===== src/hdl/rv32i_pkg.sv =====
`default_nettype none

package rv32i_pkg;

  localparam int xlen = 32;
  localparam int dmem_words = 256;
  // Word index width; addresses use bits dmem_aw+1 down to 2.
  localparam int dmem_aw = $clog2(dmem_words);

  typedef enum logic [6:0] {
    op_lui   = 7'b0110111,
    op_auipc = 7'b0010111,
    op_jal   = 7'b1101111,
    op_jalr  = 7'b1100111,
    op_br    = 7'b1100011,
    op_load  = 7'b0000011,
    op_store = 7'b0100011,
    op_imm   = 7'b0010011,
    op_reg   = 7'b0110011,
    op_csr   = 7'b1110011
  } rv32i_opcode;

  // Encodings follow funct3 so most ALU ops decode by a plain cast.
  typedef enum logic [2:0] {
    alu_add = 3'b000,
    alu_sll = 3'b001,
    alu_sra = 3'b010,
    alu_sub = 3'b011,
    alu_xor = 3'b100,
    alu_srl = 3'b101,
    alu_or  = 3'b110,
    alu_and = 3'b111
  } alu_ops;

  typedef enum logic [2:0] {
    beq  = 3'b000,
    bne  = 3'b001,
    blt  = 3'b100,
    bge  = 3'b101,
    bltu = 3'b110,
    bgeu = 3'b111
  } branch_funct3_t;

  typedef enum logic {
    alumux1_rs1_out,
    alumux1_pc_out
  } alumux1_sel_t;

  typedef enum logic [2:0] {
    alumux2_i_imm,
    alumux2_u_imm,
    alumux2_b_imm,
    alumux2_s_imm,
    alumux2_j_imm,
    alumux2_rs2_out
  } alumux2_sel_t;

  typedef enum logic {
    cmpmux_rs2_out,
    cmpmux_i_imm
  } cmpmux_sel_t;

  // Five sources, so this select needs three bits.
  typedef enum logic [2:0] {
    regfilemux_alu_out,
    regfilemux_br_en,
    regfilemux_u_imm,
    regfilemux_lw,
    regfilemux_pc_plus4
  } regfilemux_sel_t;

  typedef struct packed {
    logic            regfile_ld;
    alumux1_sel_t    alumux1_sel;
    alumux2_sel_t    alumux2_sel;
    cmpmux_sel_t     cmpmux_sel;
    regfilemux_sel_t regfilemux_sel;
    logic            dcache_read;
    logic            dcache_write;
    alu_ops          aluop;
    branch_funct3_t  cmpop;
    logic            is_branch;
    logic            is_jump;
  } ctrl_word_struct;

  // Control word of a no-op; also what a bubble carries down the pipe.
  function automatic ctrl_word_struct ctrl_defaults();
    ctrl_word_struct cw;
    cw.regfile_ld     = 1'b0;
    cw.alumux1_sel    = alumux1_rs1_out;
    cw.alumux2_sel    = alumux2_i_imm;
    cw.cmpmux_sel     = cmpmux_rs2_out;
    cw.regfilemux_sel = regfilemux_alu_out;
    cw.dcache_read    = 1'b0;
    cw.dcache_write   = 1'b0;
    cw.aluop          = alu_add;
    cw.cmpop          = beq;
    cw.is_branch      = 1'b0;
    cw.is_jump        = 1'b0;
    return cw;
  endfunction

endpackage

`default_nettype wire

===== src/hdl/decode_stage.sv =====
`timescale 1ns/1ps
`default_nettype none

module decode_stage
  import rv32i_pkg::*;
(
  input  logic            clk,
  input  logic            reset,
  input  logic            instr_valid,
  input  logic [31:0]     instr,
  input  logic [xlen-1:0] instr_pc,
  input  logic [xlen-1:0] rs1_data,
  input  logic [xlen-1:0] rs2_data,
  output logic [4:0]      rs1_idx,
  output logic [4:0]      rs2_idx,
  output logic            id_valid,
  output ctrl_word_struct id_ctrl,
  output logic [xlen-1:0] id_pc,
  output logic [4:0]      id_rs1,
  output logic [4:0]      id_rs2,
  output logic [xlen-1:0] id_rs1_val,
  output logic [xlen-1:0] id_rs2_val,
  output logic [4:0]      id_rd,
  output logic [xlen-1:0] id_i_imm,
  output logic [xlen-1:0] id_s_imm,
  output logic [xlen-1:0] id_b_imm,
  output logic [xlen-1:0] id_u_imm,
  output logic [xlen-1:0] id_j_imm
);

  ctrl_word_struct rom_word;
  logic [xlen-1:0] i_imm;
  logic [xlen-1:0] s_imm;
  logic [xlen-1:0] b_imm;
  logic [xlen-1:0] u_imm;
  logic [xlen-1:0] j_imm;

  assign rs1_idx = instr[19:15];
  assign rs2_idx = instr[24:20];

  assign i_imm = {{21{instr[31]}}, instr[30:20]};
  assign s_imm = {{21{instr[31]}}, instr[30:25], instr[11:7]};
  assign b_imm = {{20{instr[31]}}, instr[7], instr[30:25], instr[11:8], 1'b0};
  assign u_imm = {instr[31:12], 12'h000};
  assign j_imm = {{12{instr[31]}}, instr[19:12], instr[20], instr[30:21], 1'b0};

  ctrl_rom ctrl_rom_i (
    .opcode    (rv32i_opcode'(instr[6:0])),
    .funct3    (instr[14:12]),
    .funct7    (instr[31:25]),
    .ctrl_word (rom_word)
  );

  always_ff @(posedge clk) begin
    if (reset) begin
      id_valid <= 1'b0;
      id_ctrl  <= ctrl_defaults();
    end else begin
      id_valid <= instr_valid;
      id_ctrl  <= instr_valid ? rom_word : ctrl_defaults();
    end
  end

  always_ff @(posedge clk) begin
    id_pc      <= instr_pc;
    id_rs1     <= rs1_idx;
    id_rs2     <= rs2_idx;
    id_rs1_val <= rs1_data;
    id_rs2_val <= rs2_data;
    id_rd      <= instr[11:7];
    id_i_imm   <= i_imm;
    id_s_imm   <= s_imm;
    id_b_imm   <= b_imm;
    id_u_imm   <= u_imm;
    id_j_imm   <= j_imm;
  end

endmodule

`default_nettype wire


===== src/hdl/ctrl_rom.sv =====
`timescale 1ns/1ps
`default_nettype none

module ctrl_rom
  import rv32i_pkg::*;
(
  input  rv32i_opcode     opcode,
  input  logic [2:0]      funct3,
  input  logic [6:0]      funct7,
  output ctrl_word_struct ctrl_word
);

  always_comb begin
    ctrl_word = ctrl_defaults();
    unique case (opcode)
      op_lui: begin
        ctrl_word.regfile_ld = 1'b1;
        ctrl_word.regfilemux_sel = regfilemux_u_imm;
      end
      op_auipc: begin
        ctrl_word.regfile_ld = 1'b1;
        ctrl_word.alumux1_sel = alumux1_pc_out;
        ctrl_word.alumux2_sel = alumux2_u_imm;
      end
      op_jal: begin
        ctrl_word.regfile_ld = 1'b1;
        ctrl_word.regfilemux_sel = regfilemux_pc_plus4;
        ctrl_word.alumux1_sel = alumux1_pc_out;
        ctrl_word.alumux2_sel = alumux2_j_imm;
        ctrl_word.is_jump = 1'b1;
      end
      op_jalr: begin
        ctrl_word.regfile_ld = 1'b1;
        ctrl_word.regfilemux_sel = regfilemux_pc_plus4;
        ctrl_word.is_jump = 1'b1;
      end
      op_br: begin
        ctrl_word.alumux1_sel = alumux1_pc_out;
        ctrl_word.alumux2_sel = alumux2_b_imm;
        ctrl_word.cmpop = branch_funct3_t'(funct3);
        ctrl_word.is_branch = 1'b1;
      end
      op_load: begin
        ctrl_word.regfile_ld = 1'b1;
        ctrl_word.regfilemux_sel = regfilemux_lw;
        ctrl_word.dcache_read = 1'b1;
      end
      op_store: begin
        ctrl_word.alumux2_sel = alumux2_s_imm;
        ctrl_word.dcache_write = 1'b1;
      end
      op_imm, op_reg: begin
        ctrl_word.regfile_ld = 1'b1;
        ctrl_word.aluop = alu_ops'(funct3);
        if (opcode == op_reg) begin
          ctrl_word.alumux2_sel = alumux2_rs2_out;
        end else begin
          ctrl_word.cmpmux_sel = cmpmux_i_imm;
        end
        unique case (funct3)
          3'b000: begin
            // Only the register form has a subtract.
            if (opcode == op_reg && funct7[5]) begin
              ctrl_word.aluop = alu_sub;
            end
          end
          3'b010: begin
            ctrl_word.cmpop = blt;
            ctrl_word.regfilemux_sel = regfilemux_br_en;
          end
          3'b011: begin
            ctrl_word.cmpop = bltu;
            ctrl_word.regfilemux_sel = regfilemux_br_en;
          end
          3'b101: begin
            ctrl_word.aluop = funct7[5] ? alu_sra : alu_srl;
          end
          default: ;
        endcase
      end
      default: ;
    endcase
  end

endmodule

`default_nettype wire


===== config.mk =====
export PLATFORM = sky130hd
export DESIGN_NAME = decode_stage
export DESIGN_NICKNAME = d
export VERILOG_FILES = /design/src/hdl/rv32i_pkg.sv /design/src/hdl/decode_stage.sv /design/src/hdl/ctrl_rom.sv
export SDC_FILE = /design/constraint.sdc
export NUM_CORES = 1
export LEC_CHECK = 0
export BUFFER_PORTS_ARGS = -buffer_cell sky130_fd_sc_hd__buf_4
export CORE_AREA = 2 2 169 171
export CTS_BUF_LIST = sky130_fd_sc_hd__clkbuf_2
export CTS_CLUSTER_SIZE = 10
export DETAILED_ROUTE_END_ITERATION = 8
export DIE_AREA = 0 0 171 173
export REMOVE_ABC_BUFFERS = 1
export SLEW_MARGIN = 10
export SYNTH_ARGS = -nofsm -noshare
export SYNTH_HDL_FRONTEND = slang
export SYNTH_SLANG_ARGS = --single-unit

===== constraint.sdc =====
create_clock -name clk -period 2.4 [get_ports clk]
set_clock_uncertainty 0.15 [all_clocks]
set_input_delay 0.12 -clock clk [delete_from_list [all_inputs] [get_ports clk]]
set_output_delay 0.12 -clock clk [all_outputs]
set_load 0.02 [all_outputs]

==> impl_metrics.ini, run 1 <==
[clock_network]
ctsHoldBuffers = 208
cts_resized = 0
cts_buffers = 17
cts_root_buf = clkbuf_2
cts_setup_buffers = 0
cts_sinks = 141
cts_buffer_depth = 2
htree_levels = 4

[synthesis]
ys_types = 34
synth_area_leaders = dfxtp_1 64%, buf_4 27%, nor2_1 0.68%, nor4b_4 0.54%, a21oi_1 0.45%
synth.most_common_cell = buf_4
synthCells = 359
synthFlopType = dfxtp_1
ys_seq_area_frac = 0.638
async_reset_ff_frac = 0
ys_top_cells_by_count = 161 x buf_4, 141 x dfxtp_1, 8 x nor2_1
synth-edff-count = 0
synth_largest_area_cell = dfxtp_1
synth-seq-cells = 141
syn_avg_cell_area_um2 = 12.3
syn_area_um2 = 4430
synth_top_area_frac = 0.638
yosys_warnings = 0

[status]
lastStage = clock tree synthesis (4_1_cts)
status = aborted with a tool error
error = [ERROR RSZ-0060] Max buffer count reached.

[floorplan]
die_h_um = 173
die_w_um = 171
start_util = 0.160
boundaryPins = 432
rows = 61

[placed_design]
port-buffer-count = 417
hpwl_um = 14600
place_congestion = 0.772
metrics by stage:
step	utilization	setup WS, ns	std cells	cell area [um2]	TNS [ns]
global placement	0.248	1.06	1004	6860	0
floorplan	-	-7.80	208	3250	-584.84
detailed placement	0.248	1.02	1004	6860	0
cells by family after synthesis:
| group | synth area share |
|---|---|
| AO/OA/AOI/OAI | 0.0226 |
| flip-flops | 0.638 |
| AND/OR/NAND/NOR | 0.0568 |
| multiplexers | 0.00254 |
| buffers and inverters | 0.280 |
| other | 0.000847 |
==> run 2, diff against run 1 <==
CORE_AREA = 2 2 167 169   (was 2 2 169 171)
CTS_BUF_LIST = default   (was sky130_fd_sc_hd__clkbuf_2)
CTS_CLUSTER_SIZE = default   (was 10)
DIE_AREA = 0 0 169 171   (was 0 0 171 173)
PLACE_DENSITY_LB_ADDON = 0.15   (was default)
==> run 2 against run 1 <==
Compared with the run above:
- the run now ends clean
- synthesized area did not move
- synthesized cell count did not move
==> impl_metrics.ini, run 2 <==
[floorplan]
die_w_um = 169
boundaryPins = 432
die_area_um2 = 28900
core_area_um2 = 27300
die_h_um = 171
start_util = 0.162
rows = 61

[synthesis]
ys_top_cells_by_count = 161 x buf_4, 141 x dfxtp_1, 8 x nor2_1
ys_types = 34
synth_compound_area_frac = 0.0226
synth_area_leaders = dfxtp_1 64%, buf_4 27%, nor2_1 0.68%, nor4b_4 0.54%, a21oi_1 0.45%
muxShareOfSynthArea = 0.00254
synthCells = 359
synth_top_area_frac = 0.638
synth_largest_area_cell = dfxtp_1
synth-seq-cells = 141
synth_xor_area_frac = 0
syn_area_um2 = 4430
synth.most_common_cell = buf_4
async_reset_ff_frac = 0
ys_seq_area_frac = 0.638
synth-edff-count = 0
syn_avg_cell_area_um2 = 12.3
synth_top_family_by_area = buffers and inverters
synthFlopType = dfxtp_1
synth_simple_gate_area_frac = 0.0568
yosys_warnings = 0
synth_fa_ha_area_frac = 0

[finish]
area_growth_pct = 97.6
fill_cells = 2795
utilization = 0.320
regArea_um2 = 2820
final_common_cell = buf_4
drive_gt1_frac = 0.583
fin_cells = 1139
largestRegisters = id_pc: 32 flops, id_rs1_val: 32 flops, id_rs2_val: 32 flops
design_area_um2 = 8750
multi_input_area_um2 = 415
final_cell_mix = 417 x buf_4, 140 x dfxtp_1, 134 x dlygate4sd3_1
fin_nets = 910

[placed_design]
place_congestion = 0.749
postPlaceCellArea_um2 = 6830
hpwl_um = 12200
pre_cts_ws_ns = 0.955
dpl.cell_count = 972
port-buffer-count = 417

[global_routing]
grt_pass1_vias = 3608
grtUsageTotal = 0.0981
overflow = 0
grt_max_degree = 42
antenna_found_initial = 3
grt_pass1_wl_um = 20900

[setup_path]
critPathCaptureType = flop
crit_type = in -> reg
worstPathArrival_ns = 2.47
cp_max_fo = 10
critPathCapture = id_ctrl[5]
startpoint_type = primary input
crit_start = instr[2]
worstPathRequired_ns = 2.58

[drt]
remaining_drc_errors = 0
drt_wl_total_um = 15800
via_per_inst = 3.26
wire_per_inst_um = 13.9
vias = 3710
top_layer = met5
drtPass1Iterations = 4
ant_nets = 0
route.met3.wl_um = 1770
dr_wl_met2_um = 7920
first_iter_violations = 94
wl_met1_um = 5970

[timing]
hold_viol = 0
tightest_slew_ns = 0.641
drv_slew = 0
rsz0062_at_grt = false
post-route-min-period_ns = 2.29
setup_viol = 0
fin_crit_sh = 0.956
relSlewSlack = 0.573
fmax_mhz = 436
fin_ws_ns = 0.106

[clock_network]
cts_root_buf = clkbuf_16
cts_tree = built
clk_pin_slew_ns = 0.06
cts_buffer_depth = 2
cts_buffers = 17
cts_resized = 0
cts_sinks = 141
htree_levels = 4

[job]
max_cap_violations = 0

[power]
power_leakage_nw = 4.24
vdd_drop_max_uv = 393
power_mw = 6.17
p_per_area_nw_per_um2 = 705

[min_path]
hold_class = in -> reg

[status]
status = completed
run 2: cells by family after synthesis:
logic type	after synthesis
AOI/OAI and AO/OA	14
buffers and inverters	166
DFF	141
muxes	1
other	1
and+or+nand+nor	36
run 2: through the flow:
stage	TNS [ns]	hold WS (ns)
floorplan	-584.84	-0.00228
finish	0	0.0752
global route	0	0.0918
CTS	0	0.0605
global placement	0	0.0745
detailed placement	0	0.0755
run 2: final cells by class:
type,count,area share
clock buffer,19,0.0518
clock inverter,13,0.0139
tap,346,0.0495
sequential,141,0.323
timing repair buffer,552,0.513
antenna,1,0.000286
multi-input combinational,65,0.0475
inverter,2,0.000858
run 2: layer usage:
layer / global-route usage / vias to the layer above
met2: 0.169 / 206
met5: 0 / -
li1: - / 1804
met3: 0.0534 / 10
met4: 0.0223 / 4
met1: 0.106 / 1686
run 2: critical path, stage by stage:
cell	delay, ns
dlygate4sd3_1	0.54
buf_4	0.18
nor2_4	0.12
dlygate4sd3_1	0.62
nand3_2	0.11
dlygate4sd3_1	0.61
a211oi_2	0.17
run 2: worst min path at each step:
stage	start	end	slack (ns)	cells after the start
floorplan	instr[20]	id_i_imm[0]	-0.002	0
global placement	instr[9]	id_s_imm[2]	0.07	1
detailed placement	instr_pc[10]	id_pc[10]	0.08	1
CTS	instr_valid	id_ctrl[12]	0.06	4
global route	instr_valid	id_ctrl[18]	0.09	4
finish	instr_valid	id_ctrl[12]	0.08	4
run 2: repair_timing:
action | 4_1_cts | 5_1_grt
hold endpoints to repair | 141 | 0
buffers inserted | 0 | 0
hold buffers | 134 | 0
run 2: report_power, final:
| group | switching (mW) | internal [mW] |
|---|---|---|
| sequential | 0.0591 | 2.45 |
| combinational | 0.536 | 0.570 |
| clock | 1.13 | 1.42 |
No activity file was read; power rests on OpenSTA's default activity.
