--- src/hdl/rv32i_pkg.sv ---
`default_nettype none

package rv32i_pkg;

  localparam int xlen = 32;
  localparam int dmem_words = 256;
  // Word index width; addresses use bits dmem_aw+1 down to 2.
  localparam int dmem_aw = $clog2(dmem_words);

  typedef enum logic [6:0] {
    op_lui   = 7'b0110111,
    op_auipc = 7'b0010111,
    op_jal   = 7'b1101111,
    op_jalr  = 7'b1100111,
    op_br    = 7'b1100011,
    op_load  = 7'b0000011,
    op_store = 7'b0100011,
    op_imm   = 7'b0010011,
    op_reg   = 7'b0110011,
    op_csr   = 7'b1110011
  } rv32i_opcode;

  // Encodings follow funct3 so most ALU ops decode by a plain cast.
  typedef enum logic [2:0] {
    alu_add = 3'b000,
    alu_sll = 3'b001,
    alu_sra = 3'b010,
    alu_sub = 3'b011,
    alu_xor = 3'b100,
    alu_srl = 3'b101,
    alu_or  = 3'b110,
    alu_and = 3'b111
  } alu_ops;

  typedef enum logic [2:0] {
    beq  = 3'b000,
    bne  = 3'b001,
    blt  = 3'b100,
    bge  = 3'b101,
    bltu = 3'b110,
    bgeu = 3'b111
  } branch_funct3_t;

  typedef enum logic {
    alumux1_rs1_out,
    alumux1_pc_out
  } alumux1_sel_t;

  typedef enum logic [2:0] {
    alumux2_i_imm,
    alumux2_u_imm,
    alumux2_b_imm,
    alumux2_s_imm,
    alumux2_j_imm,
    alumux2_rs2_out
  } alumux2_sel_t;

  typedef enum logic {
    cmpmux_rs2_out,
    cmpmux_i_imm
  } cmpmux_sel_t;

  // Five sources, so this select needs three bits.
  typedef enum logic [2:0] {
    regfilemux_alu_out,
    regfilemux_br_en,
    regfilemux_u_imm,
    regfilemux_lw,
    regfilemux_pc_plus4
  } regfilemux_sel_t;

  typedef struct packed {
    logic            regfile_ld;
    alumux1_sel_t    alumux1_sel;
    alumux2_sel_t    alumux2_sel;
    cmpmux_sel_t     cmpmux_sel;
    regfilemux_sel_t regfilemux_sel;
    logic            dcache_read;
    logic            dcache_write;
    alu_ops          aluop;
    branch_funct3_t  cmpop;
    logic            is_branch;
    logic            is_jump;
  } ctrl_word_struct;

  // Control word of a no-op; also what a bubble carries down the pipe.
  function automatic ctrl_word_struct ctrl_defaults();
    ctrl_word_struct cw;
    cw.regfile_ld     = 1'b0;
    cw.alumux1_sel    = alumux1_rs1_out;
    cw.alumux2_sel    = alumux2_i_imm;
    cw.cmpmux_sel     = cmpmux_rs2_out;
    cw.regfilemux_sel = regfilemux_alu_out;
    cw.dcache_read    = 1'b0;
    cw.dcache_write   = 1'b0;
    cw.aluop          = alu_add;
    cw.cmpop          = beq;
    cw.is_branch      = 1'b0;
    cw.is_jump        = 1'b0;
    return cw;
  endfunction

endpackage

`default_nettype wire
--- src/hdl/execute_stage.sv ---
`timescale 1ns/1ps
`default_nettype none

module execute_stage
  import rv32i_pkg::*;
(
  input  logic            clk,
  input  logic            reset,
  input  logic            id_valid,
  input  ctrl_word_struct id_ctrl,
  input  logic [xlen-1:0] id_pc,
  input  logic [4:0]      id_rs1,
  input  logic [4:0]      id_rs2,
  input  logic [xlen-1:0] id_rs1_val,
  input  logic [xlen-1:0] id_rs2_val,
  input  logic [4:0]      id_rd,
  input  logic [xlen-1:0] id_i_imm,
  input  logic [xlen-1:0] id_s_imm,
  input  logic [xlen-1:0] id_b_imm,
  input  logic [xlen-1:0] id_u_imm,
  input  logic [xlen-1:0] id_j_imm,
  input  logic            fwd_valid,
  input  logic [4:0]      fwd_rd,
  input  logic [xlen-1:0] fwd_data,
  input  logic            wb_valid,
  input  logic [4:0]      wb_rd,
  input  logic [xlen-1:0] wb_data,
  output logic            ex_valid,
  output ctrl_word_struct ex_ctrl,
  output logic [xlen-1:0] ex_pc,
  output logic [4:0]      ex_rd,
  output logic [xlen-1:0] ex_alu,
  output logic            ex_br_en,
  output logic [xlen-1:0] ex_store_data,
  output logic [xlen-1:0] ex_u_imm,
  output logic            branch_valid,
  output logic            branch_taken,
  output logic [xlen-1:0] branch_target
);

  logic [xlen-1:0] rs1_val;
  logic [xlen-1:0] rs2_val;
  logic [xlen-1:0] alu_a;
  logic [xlen-1:0] alu_b;
  logic [xlen-1:0] cmp_b;
  logic [xlen-1:0] alu_res;
  logic            br_en;
  logic            is_jalr;
  logic            is_flow;
  logic            uses_rs1;
  logic            uses_rs2;
  logic            load_pending;

  // The memory stage holds the younger result, so it wins over writeback.
  always_comb begin
    if (fwd_valid && fwd_rd == id_rs1) rs1_val = fwd_data;
    else if (wb_valid && wb_rd != 5'd0 && wb_rd == id_rs1) rs1_val = wb_data;
    else rs1_val = id_rs1_val;
    if (fwd_valid && fwd_rd == id_rs2) rs2_val = fwd_data;
    else if (wb_valid && wb_rd != 5'd0 && wb_rd == id_rs2) rs2_val = wb_data;
    else rs2_val = id_rs2_val;
  end

  assign alu_a = (id_ctrl.alumux1_sel == alumux1_pc_out) ? id_pc : rs1_val;
  assign cmp_b = (id_ctrl.cmpmux_sel == cmpmux_i_imm) ? id_i_imm : rs2_val;

  always_comb begin
    unique case (id_ctrl.alumux2_sel)
      alumux2_u_imm:   alu_b = id_u_imm;
      alumux2_b_imm:   alu_b = id_b_imm;
      alumux2_s_imm:   alu_b = id_s_imm;
      alumux2_j_imm:   alu_b = id_j_imm;
      alumux2_rs2_out: alu_b = rs2_val;
      default:         alu_b = id_i_imm;
    endcase
  end

  always_comb begin
    unique case (id_ctrl.aluop)
      alu_sll: alu_res = alu_a << alu_b[4:0];
      alu_sra: alu_res = $unsigned($signed(alu_a) >>> alu_b[4:0]);
      alu_sub: alu_res = alu_a - alu_b;
      alu_xor: alu_res = alu_a ^ alu_b;
      alu_srl: alu_res = alu_a >> alu_b[4:0];
      alu_or:  alu_res = alu_a | alu_b;
      alu_and: alu_res = alu_a & alu_b;
      default: alu_res = alu_a + alu_b;
    endcase
  end

  always_comb begin
    unique case (id_ctrl.cmpop)
      beq:     br_en = (rs1_val == cmp_b);
      bne:     br_en = (rs1_val != cmp_b);
      blt:     br_en = ($signed(rs1_val) < $signed(cmp_b));
      bge:     br_en = ($signed(rs1_val) >= $signed(cmp_b));
      bltu:    br_en = (rs1_val < cmp_b);
      bgeu:    br_en = (rs1_val >= cmp_b);
      default: br_en = 1'b0;
    endcase
  end

  assign is_jalr = id_ctrl.is_jump && id_ctrl.alumux1_sel == alumux1_rs1_out;
  assign is_flow = id_valid && (id_ctrl.is_branch || id_ctrl.is_jump);

  always_ff @(posedge clk) begin
    if (reset) begin
      ex_valid      <= 1'b0;
      ex_ctrl       <= ctrl_defaults();
      branch_valid  <= 1'b0;
      branch_taken  <= 1'b0;
      branch_target <= '0;
    end else begin
      ex_valid     <= id_valid;
      ex_ctrl      <= id_valid ? id_ctrl : ctrl_defaults();
      branch_valid <= is_flow;
      if (is_flow) begin
        branch_taken  <= id_ctrl.is_jump || br_en;
        branch_target <= is_jalr ? {alu_res[xlen-1:1], 1'b0} : alu_res;
      end
    end
  end

  always_ff @(posedge clk) begin
    ex_pc         <= id_pc;
    ex_rd         <= id_rd;
    ex_alu        <= alu_res;
    ex_br_en      <= br_en;
    ex_store_data <= rs2_val;
    ex_u_imm      <= id_u_imm;
  end

  // LUI, AUIPC and JAL ignore rs1; only OP, branches and stores read rs2.
  assign uses_rs1 = id_valid && (id_ctrl.is_branch ||
                    (id_ctrl.alumux1_sel == alumux1_rs1_out &&
                     (id_ctrl.regfile_ld || id_ctrl.dcache_write) &&
                     id_ctrl.regfilemux_sel != regfilemux_u_imm));
  assign uses_rs2 = id_valid && (id_ctrl.alumux2_sel == alumux2_rs2_out ||
                    id_ctrl.is_branch || id_ctrl.dcache_write);
  assign load_pending = ex_valid && ex_ctrl.dcache_read && ex_rd != 5'd0;

  // A load in the memory stage is not forwarded, so the next instruction must not read it.
  assert property (@(posedge clk) disable iff (reset)
    load_pending && uses_rs1 |-> id_rs1 != ex_rd)
    else $error("execute_stage: rs1 reads a load result one cycle too early");

  assert property (@(posedge clk) disable iff (reset)
    load_pending && uses_rs2 |-> id_rs2 != ex_rd)
    else $error("execute_stage: rs2 reads a load result one cycle too early");

endmodule

`default_nettype wire

--- config.mk ---
export PLATFORM = sky130hd
export DESIGN_NAME = execute_stage
export DESIGN_NICKNAME = d
export VERILOG_FILES = /design/src/hdl/rv32i_pkg.sv /design/src/hdl/execute_stage.sv
export SDC_FILE = /design/constraint.sdc
export NUM_CORES = 1
export LEC_CHECK = 0
export BUFFER_PORTS_ARGS = -buffer_cell sky130_fd_sc_hd__buf_2
export CAP_MARGIN = 20
export CORE_MARGIN = 5
export CORE_UTILIZATION = 25
export CTS_CLUSTER_SIZE = 8
export DETAILED_ROUTE_END_ITERATION = 16
export SLEW_MARGIN = 10
export SYNTH_ARGS = -nofsm -noshare
export SYNTH_HDL_FRONTEND = slang
export SYNTH_SLANG_ARGS = --single-unit
--- constraint.sdc ---
create_clock -name clk -period 11 [get_ports clk]
set_input_delay 1.65 -clock clk [delete_from_list [all_inputs] [get_ports clk]]
set_output_delay 1.65 -clock clk [all_outputs]
set_load 0.01 [all_outputs]
# Word-level counts from Yosys, hierarchy flattened
# Index checks and enable logic that the tools add are counted.
[totals]
mem_count = 0
rom_bits = 0
ramBits = 0
out_inout_bits = 188
in_bits = 369
wordCells = 80
ff_bits = 188
latch_bits = 0
[classes]
n_reduce_logical = 12
n_addsub = 2
n_bitwise = 5
div_mod_pow = 0
n_eq_ne = 23
muxes = 10
n_lt_le_gt_ge = 4
shifts = 3
mul = 0
[op_table]
columns = ["operator", "n"]
rows = [
  ["32-bit case mux with 7 select lines", 1],
  ["32-bit 2-to-1 mux", 6],
  ["32-bit case mux with 5 select lines", 1],
  ["32-bit greater-or-equal comparator", 2],
  ["32-bit < comparator", 2],
  ["32-bit adder", 1],
  ["32-bit AND", 1],
  ["32-bit equality test", 1],
  ["32-bit != test", 1],
  ["32-bit bitwise OR", 1],
  ["32-bit by 5-bit << shifter with 32-bit output", 1],
  ["32-bit by 5-bit >> shifter with 32-bit output", 1],
  ["32-bit by 5-bit >>> shifter with 32-bit output", 1],
  ["32-bit subtractor", 1],
  ["32-bit XOR", 1],
  ["3-bit equality test, second input constant", 10],
  ["5-bit equality test", 4],
  ["3-bit by 2-bit equality test with 1-bit output, second input constant", 4],
  ["3-bit by 1-bit equality test with 1-bit output, second input constant", 3],
  ["1-bit logical AND", 7],
  ["1-bit case mux with 6 select lines", 1],
  ["5-bit nonzero test", 1],
  ["3-bit zero test", 1],
  ["1-bit logical OR", 2],
  ["3 further kinds", 4],
]

# Logic depth before layout (Yosys ltp)
# Gate-level depths: netlist of the first run.
[depth]
ltp_word = 9
ltp_mapped = 29
depth_no_buf = 26

# Least setup slack after synthesis of the first run
# Ideal clock, no wire load.
[synth_path]
path_kind = "in2reg"
startpoint = "input wb_rd[0]"
endpoint = "register branch_target[31]"
stages = 28
setup_time_ps = 74
path_slack_ps = 4050
t_required_ps = 10926
path_buffers = 4
arrival_time_ps = 6875
path_cell_list = "buf_2 -> xnor2_1 -> nand2_1 -> o31a_1 -> o31a_1 -> nor2_4 -> buf_4 -> buf_2 -> clkbuf_1 -> ha_1 -> nand4_1 -> or2_1 -> nor2_1 -> a21oi_1 -> xnor2_1 -> ha_1 -> a21o_1 -> a21oi_1 -> o21ai_0 -> a21oi_1 -> nor2b_1 -> o21ai_0 -> a21oi_1 -> a2111oi_0 -> nor3_1 -> xnor3_1 -> nand2_1 -> a31oi_1"
[synth_between]
elab_chain_cells = 8
elab_cells_between_ends = 21
classes_between = "add/sub (2); eq/ne (2); shift (3); mux (7); bitwise (3); reduce/logical (4)"
[synth_rtl]
columns = ["element", "line_no", "text"]
rows = [
  ["from (decl)", "execute_stage.sv:26", "input logic [4:0] wb_rd,"],
  ["5-bit nonzero test", "execute_stage.sv:57, execute_stage.sv:60", ""],
  ["1-bit logical AND", "execute_stage.sv:57, execute_stage.sv:60", ""],
  ["1-bit logical AND, on equally long branches", "execute_stage.sv:60, execute_stage.sv:57", ""],
  ["32-bit 2-to-1 mux, on equally long branches", "execute_stage.sv:60, execute_stage.sv:57", ""],
  ["32-bit 2-to-1 mux, on equally long branches", "execute_stage.sv:59, execute_stage.sv:56", ""],
  ["32-bit case mux with 5 select lines / 32-bit 2-to-1 mux (equally long branches)", "execute_stage.sv:68, execute_stage.sv:64", ""],
  ["32-bit adder, or another cell as far along", "execute_stage.sv:87", "default: alu_res = alu_a + alu_b;"],
  ["32-bit case mux with 7 select lines (*)", "execute_stage.sv:79", "unique case (id_ctrl.aluop)"],
  ["to (signal assigned)", "execute_stage.sv:119", "branch_target <= is_jalr ? {alu_res[xlen-1:1], 1'b0} : alu_res;"],
  ["to (decl)", "execute_stage.sv:38", "output logic [xlen-1:0] branch_target"],
]
# Every way passes the cells marked *; elsewhere a longest branch is shown, timed or not.
# A chain may end at the register's enable or synchronous reset.

# Worst setup path in the final report of the first run
[layout_path]
startpoint = "input fwd_rd[1]"
endpoint = "register branch_target[31]"
[layout_between]
elab_chain_cells = 6
elab_cells_between_ends = 17
classes_between = "add/sub (2); eq/ne (2); shift (3); mux (5); bitwise (3); reduce/logical (2)"
[layout_rtl]
columns = ["element", "line_no", "text"]
rows = [
  ["from (decl)", "execute_stage.sv:23", "input logic [4:0] fwd_rd,"],
  ["5-bit equality test (*)", "execute_stage.sv:59", "if (fwd_valid && fwd_rd == id_rs2) rs2_val = fwd_data;"],
  ["1-bit logical AND (*)", "execute_stage.sv:59", ""],
  ["32-bit 2-to-1 mux (*)", "execute_stage.sv:59", ""],
  ["via rs2_val[3]", "execute_stage.sv:42", "logic [xlen-1:0] rs2_val;"],
  ["32-bit case mux with 5 select lines (*)", "execute_stage.sv:68", "unique case (id_ctrl.alumux2_sel)"],
  ["32-bit adder, or another cell as far along", "execute_stage.sv:87", ""],
  ["32-bit case mux with 7 select lines (*)", "execute_stage.sv:79", ""],
]
# The timed path passes the listed nets; every way through them passes the cells marked *.

==> results_dict.tcl, run 1 <==
set metrics [dict create \
    outcome "complete, no violations" \
    grt_pass1_vias 20650 \
    maxCapViolations 0 \
    worst_slew_pin_slew_ps 1047 \
    cts_hold_buf 0 \
    postLayoutSetupSlackWorst_ps 2712 \
    yosysWarningCount 0 \
    vias_per_cell 5.774 \
    antenna_found_initial 32 \
    start_kind "primary input" \
    die_x_um 277.9 \
    grt_start_max_net_pins 66 \
    cts_tree "yes" \
    fin_setup_tns_ps 0 \
    core_um2 71360 \
    clkSinkCount 188 \
    fin_skew_ps 0 \
    fin_crit_ps 8288 \
    p_leak_nw 10.10 \
    place_congestion 1.024 \
    synth.net_count 2889 \
    r2r_setup_slack_ps 10140 \
    area_delta_synth_final_pct 24.37 \
    path_class "in -> reg" \
    hold_path.class "reg -> reg" \
    slew_headroom_pct 29.93 \
    fmax_ghz 0.1207 \
    fin_crit_sh_pct 75.34 \
    worstPathArrival_ps 8670 \
    drc 0 \
    grt_pass1_wl_um 161000 \
    p_comb_share_pct 51.6 \
    pin_count 557 \
    dr.first_iter.drc_count 3170 \
    antenna_left 0 \
    vias 22120 \
    fin_nets 3342 \
    clkTransAtPathRegs_ps 80 \
    endpoint_kind "flop" \
    cp_max_fo 39 \
    max-clock-path-buffers 2 \
    grt_usage_pct 28.65 \
    powerDensity_nw_per_um2 134.4 \
    synth.avg_cell_area_um2 7.507 \
    dp_hpwl_um 95840 \
    ir_worst_vdd_v 0.00008507 \
    synth_seq_cells 188 \
    syn_area_um2 17940 \
    pwr-share-seq_pct 26.1 \
    portBuffers 556 \
    die-area_um2 77220 \
    synthCells 2390 \
    fp-row-count 98 \
    finalSetupViolCount 0 \
    swShare_pct 46.63 \
    clkPwrFrac_pct 22.2 \
    drt-wirelength-per-cell_um 30.55 \
    clkLatencyLatePin_ps 500 \
    holdWs_ps 458.3 \
    cts_resized 0 \
    rsz0062_at_grt "no" \
    ys_seq_area_share_pct 20.98 \
    synth-async-reset-ratio_pct 0 \
    initial_utilization_pct 25.14 \
    grt_overflow 0 \
    drive_gt1_share_pct 25.60 \
    post-cts-setup-buffers 0 \
    hold_viol_final 0 \
    cts_buffers 17 \
    drt_pass1_iterations 6 \
    switchingPower_mw 1.398 \
    die_y_um 277.9 \
    slew_violations 0 \
    ys.flop_type "dfxtp_1" \
    wirelength_um 117000 \
    htreeDepth 4 \
    synth_edf_count 0 \
    critPathRequiredTime_ps 11380 \
    synth.distinct_cells 95 \
    p_int_mw 1.601 \
    pre_cts_ws_ps 2420 \
    cts-root-buf "clkbuf_16" \
]
[sequential cells by signal, summed over array words and instances (netlist names)]
signal and flops:
branch_target 32, ex_alu 32, ex_pc 32, ex_store_data 32, ex_u_imm 32, ex_ctrl 19
ex_rd 5, branch_taken 1, branch_valid 1, ex_br_en 1, ex_valid 1
[per-layer routing]
layer | vias to the layer above | wire length, um | part of all wire, % | track usage (%)
li1 | 9729 | - | - | -
met2 | 1490 | 53100 | 45 | 46.08
met3 | 290 | 11150 | 9.5 | 7.095
met4 | 4 | 6178 | 5.3 | 13.71
met1 | 10610 | 46590 | 40 | 35.98
met5 | - | 27 | 0.023 | 0
[synthesized netlist by cell type (5+ instances only)]
cell | number | area share, %
xnor2_1 | 67 | 3.3
nand2b_1 | 26 | 0.91
a211oi_1 | 27 | 1.1
a21o_1 | 28 | 1.2
nand3_1 | 33 | 0.92
or2_2 | 10 | 0.35
dfxtp_1 | 188 | 21
o22ai_1 | 32 | 1.1
nor3_1 | 75 | 2.1
nand2_1 | 185 | 3.9
buf_2 | 41 | 1.1
o32a_1 | 6 | 0.33
o21ai_1 | 7 | 0.20
o221a_2 | 12 | 0.75
a221o_1 | 37 | 2.1
nor2_1 | 212 | 4.4
xor2_1 | 10 | 0.49
o21a_1 | 21 | 0.88
and4_1 | 5 | 0.24
a31oi_1 | 59 | 2.1
ha_1 | 129 | 9.0
or3_1 | 5 | 0.17
buf_1 | 25 | 0.52
mux2i_1 | 186 | 10
nor2b_1 | 22 | 0.77
a21oi_1 | 200 | 5.6
o21ai_0 | 151 | 4.2
a221oi_1 | 19 | 0.93
mux2_2 | 8 | 0.50
clkbuf_1 | 109 | 2.3
o211ai_1 | 21 | 0.88
inv_1 | 118 | 2.5
a211o_1 | 8 | 0.39
o221ai_1 | 10 | 0.49
a32oi_1 | 10 | 0.49
nand4_1 | 37 | 1.3
o31a_1 | 7 | 0.34
a2111oi_0 | 5 | 0.24
buf_4 | 7 | 0.29
and2_1 | 32 | 1.1
o31ai_1 | 36 | 1.5
a22oi_1 | 52 | 2.2
and3_1 | 14 | 0.49
a31o_2 | 6 | 0.29
[metrics by stage]
step | utilization [%] | total power [mW] | std cells | area [um2]
3_3_place_gp | 30.34 | 2.310 | 3773 | 21650
6_report | 31.27 | 2.999 | 3831 | 22310
4_1_cts | 31.16 | 2.976 | 3805 | 22240
3_5_place_dp | 30.34 | 2.298 | 3773 | 21650
5_1_grt | 31.23 | 3.130 | 3819 | 22280
2_1_floorplan | - | 1.656 | 2390 | 17940
[cell families after synthesis]
kind of cell | count (synthesis) | synth area share (%)
xor+xnor | 78 | 3.884
simple gates | 687 | 18.21
mux | 195 | 10.96
fa+ha+maj | 130 | 9.108
buf+inv | 309 | 7.023
flops | 188 | 20.98
compound gates | 803 | 29.84
[power by group through the flow]
stage / clock network (mW) / registers [mW] / logic (mW)
floorplan: 0 / 0.827 / 0.828
global placement: 0 / 0.800 / 1.51
detailed placement: 0 / 0.800 / 1.50
CTS: 0.687 / 0.785 / 1.50
global route: 0.712 / 0.790 / 1.63
finish: 0.667 / 0.784 / 1.55
[cells in the final DEF, fill, tap and decap left out, types with 26 or more instances in the layout]
cell type / synthesis / layout
a211oi_1: 27 / 27
a21o_1: 28 / 28
a21oi_1: 200 / 197
a221o_1: 37 / 37
a22oi_1: 52 / 52
a31oi_1: 59 / 59
and2_1: 32 / 32
buf_2: 41 / 556
buf_4: 7 / 62
dfxtp_1: 188 / 188
ha_1: 129 / 129
inv_1: 118 / 117
mux2i_1: 186 / 186
nand2_1: 185 / 185
nand2b_1: 26 / 26
nand3_1: 33 / 33
nand4_1: 37 / 37
nor2_1: 212 / 210
nor3_1: 75 / 71
o21ai_0: 151 / 151
o22ai_1: 32 / 32
o31ai_1: 36 / 36
xnor2_1: 67 / 67
[area by class of cell]
class	instances	area [um2]
well taps	950	1189
multi-input cells	1893	12990
clock inverters	11	122.6
repair buffers	619	3263
fillers	7895	49050
flip-flops and latches	188	3764
diodes	25	62.56
clock buffers	21	460.4
inverters	124	465.4
[critical path: stages]
cell,delay (ps)
buf_2,120
xnor2_1,120
nand2_1,630
or2_2,770
a31oi_1,320
a21oi_2,420
inv_2,330
nor3_2,590
nand2_1,260
o21ai_0,260
xnor2_1,90
ha_1,350
o211ai_1,120
a21o_1,190
a31o_2,210
a2111oi_0,520
o21ai_0,270
a21oi_1,420
a2111oi_0,190
nor3_1,210
xnor3_1,400
nand2_1,90
a31oi_1,80
[path summary, 6_finish.rpt]
kind                          start           endpoint  cells after the start
setup / recovery          fwd_rd[1]  branch_target[31]                     23
hold reg to reg   branch_target[30]  branch_target[30]                      2
setup reg to reg  branch_target[15]  branch_target[15]                      2
hold / removal    branch_target[30]  branch_target[30]                      2
No activity file was read; power rests on OpenSTA's default activity.
==> run 2: changes to the inputs <==
clock period = 6.8 ns   (was 11 ns; I/O delays follow)
==> run 2 against run 1 <==
  * Critical path depth grew 5
  * Total power rose by 69%
  * Clock power increased by 71%
  * Combinational power is 72% higher
  * Via count is 2.0% higher
  * Setup slack worse by 2300 ps
  * First-iteration DRC count is 9.5% lower
  * Sequential share of layout area fell by 0.95 points
  * Clock-buffer cell count is 4 lower
  * Global-route usage fell by 0.075 points
  * Sequential power is 61% higher
  * Wire length shrank 0.35%
  * Highest routed layer unchanged
==> results_dict.tcl, run 2 (same netlist as run 1, synthesis figures left out) <==
set metrics [dict create \
    finalSetupViolCount 0 \
    worst_slew_pin_slew_ps 1132 \
    r2r_cells 2 \
    drive_gt1_share_pct 29.78 \
    n_fill_cell 7809 \
    slew_headroom_pct 24.55 \
    htreeDepth 4 \
    grt_overflow 0 \
    regToRegEndpoint "branch_target[15]" \
    slew_violations 0 \
    grt_pass1_vias 21600 \
    die_y_um 277.9 \
    portBuffers 556 \
    r2r_setup_slack_ps 5970 \
    dr.first_iter.drc_count 2868 \
    fmax_ghz 0.1577 \
    drt-wirelength-per-cell_um 29.20 \
    rsz0062_at_grt "no" \
    maxCapViolations 0 \
    endpoint_kind "flop" \
    vias_per_cell 5.646 \
    cts_hold_buf 0 \
    worstReg2RegStart "branch_target[15]" \
    power_mw 5.073 \
    place_congestion 1.032 \
    fin_setup_tns_ps 0 \
    pin_count 557 \
    cts_tree "yes" \
    dp_hpwl_um 96970 \
    cts_resized 0 \
    fin_crit_sh_pct 93.24 \
    postLayoutSetupSlackWorst_ps 459.4 \
    max-clock-path-buffers 2 \
    ir_worst_vdd_v 0.0001425 \
    dp_cells 3944 \
    drt-met1-wl_um 46450 \
    worstPathArrival_ps 6760 \
    p_leak_nw 10.95 \
    cts-root-buf "clkbuf_16" \
    post-cts-setup-buffers 0 \
    wirelength_um 116600 \
    fin_skew_ps 0 \
    stdcell_count 3995 \
    fin_nets 3512 \
    drc 0 \
    die-area_um2 77220 \
    hold_end "branch_target[22]" \
    powerDensity_nw_per_um2 214.6 \
    hold_depth 2 \
    cp_max_fo 12 \
    start_kind "primary input" \
    met2WireLength_um 54190 \
    final_common_cell "buf_2" \
    wl_met3_um 11210 \
    grt_start_max_net_pins 70 \
    clkLatencyLatePin_ps 510 \
    final_cell_mix "buf_2 (557), buf_4 (229), nor2_1 (210)" \
    hold_viol_final 0 \
    outcome "complete, no violations" \
    path_class "in -> reg" \
    initial_utilization_pct 25.14 \
    cp_common_cell "buf_4" \
    fin_crit_ps 6341 \
    pre_cts_ws_ps -19.79 \
    dr.max_layer_used "met5" \
    grt_pass1_wl_um 162000 \
    min-delay-start "branch_target[22]" \
    area_delta_synth_final_pct 31.77 \
    cpPeakStageDelay_ps 530 \
    drt_pass1_iterations 6 \
    antenna_left 0 \
    hold_path.class "reg -> reg" \
    vias 22560 \
    cts_buffers 17 \
    crit_slowest_cell "or4_4" \
    core_um2 71360 \
    grt_usage_pct 28.58 \
    clkSinkCount 188 \
    die_x_um 277.9 \
    clkTransAtPathRegs_ps 80 \
    antenna_found_initial 38 \
    critPathRequiredTime_ps 7210 \
    fp-row-count 98 \
]
-- run 2: critical path: cells and delay by family --
family,cells,cell delay (ps)
AOI/OAI and AO/OA,13,3130
buffers and inverters,8,1320
and+or+nand+nor,4,770
adders and majority gates,1,290
xor gates and xnor gates,2,180
-- run 2: power by group --
part	switching [mW]	internal (mW)
Sequential	0.0451	1.22
Clock	0.574	0.565
Combinational	1.68	0.990
Total	2.30	2.77
-- run 2: area by class of cell --
cell class	count	area, um2	area share (%)
clock buffers	17	425.4	1.800
diodes	19	47.55	0.2011
repair buffers	789	4567	19.32
flip-flops and latches	188	3764	15.92
multi-input cells	1893	12970	54.88
well taps	950	1189	5.028
inverters	124	465.4	1.969
clock inverters	15	209.0	0.8839
-- run 2: metal layers --
layer / vias up / track usage [%]
met3: 255 / 7.608
met4: 14 / 10.03
li1: 10060 / -
met2: 1435 / 47.61
met1: 10790 / 35.69
met5: - / 0
-- run 2: how the worst max path moves through the flow --
stage                                    to  depth (start not counted)  slack (ps)  startpoint
after floorplan           branch_target[31]                         28         480    wb_rd[0]
after global placement    branch_target[29]                         27         -20    wb_rd[4]
after detailed placement  branch_target[29]                         27         -20    wb_rd[4]
after CTS                 branch_target[29]                         27         510    wb_rd[4]
after global routing      branch_target[29]                         27         100    wb_rd[4]
final                     branch_target[29]                         28         460    wb_rd[4]
-- run 2: through the flow --
stage          area [um2]  utilization, %  hold slack [ps]
3_5_place_dp        22960           32.17            445.8
4_1_cts             23590           33.06            457.8
3_3_place_gp        22950           32.16            439.9
5_1_grt             23620           33.09            492.7
6_report            23640           33.13            454.3
2_1_floorplan       17940               -            476.1
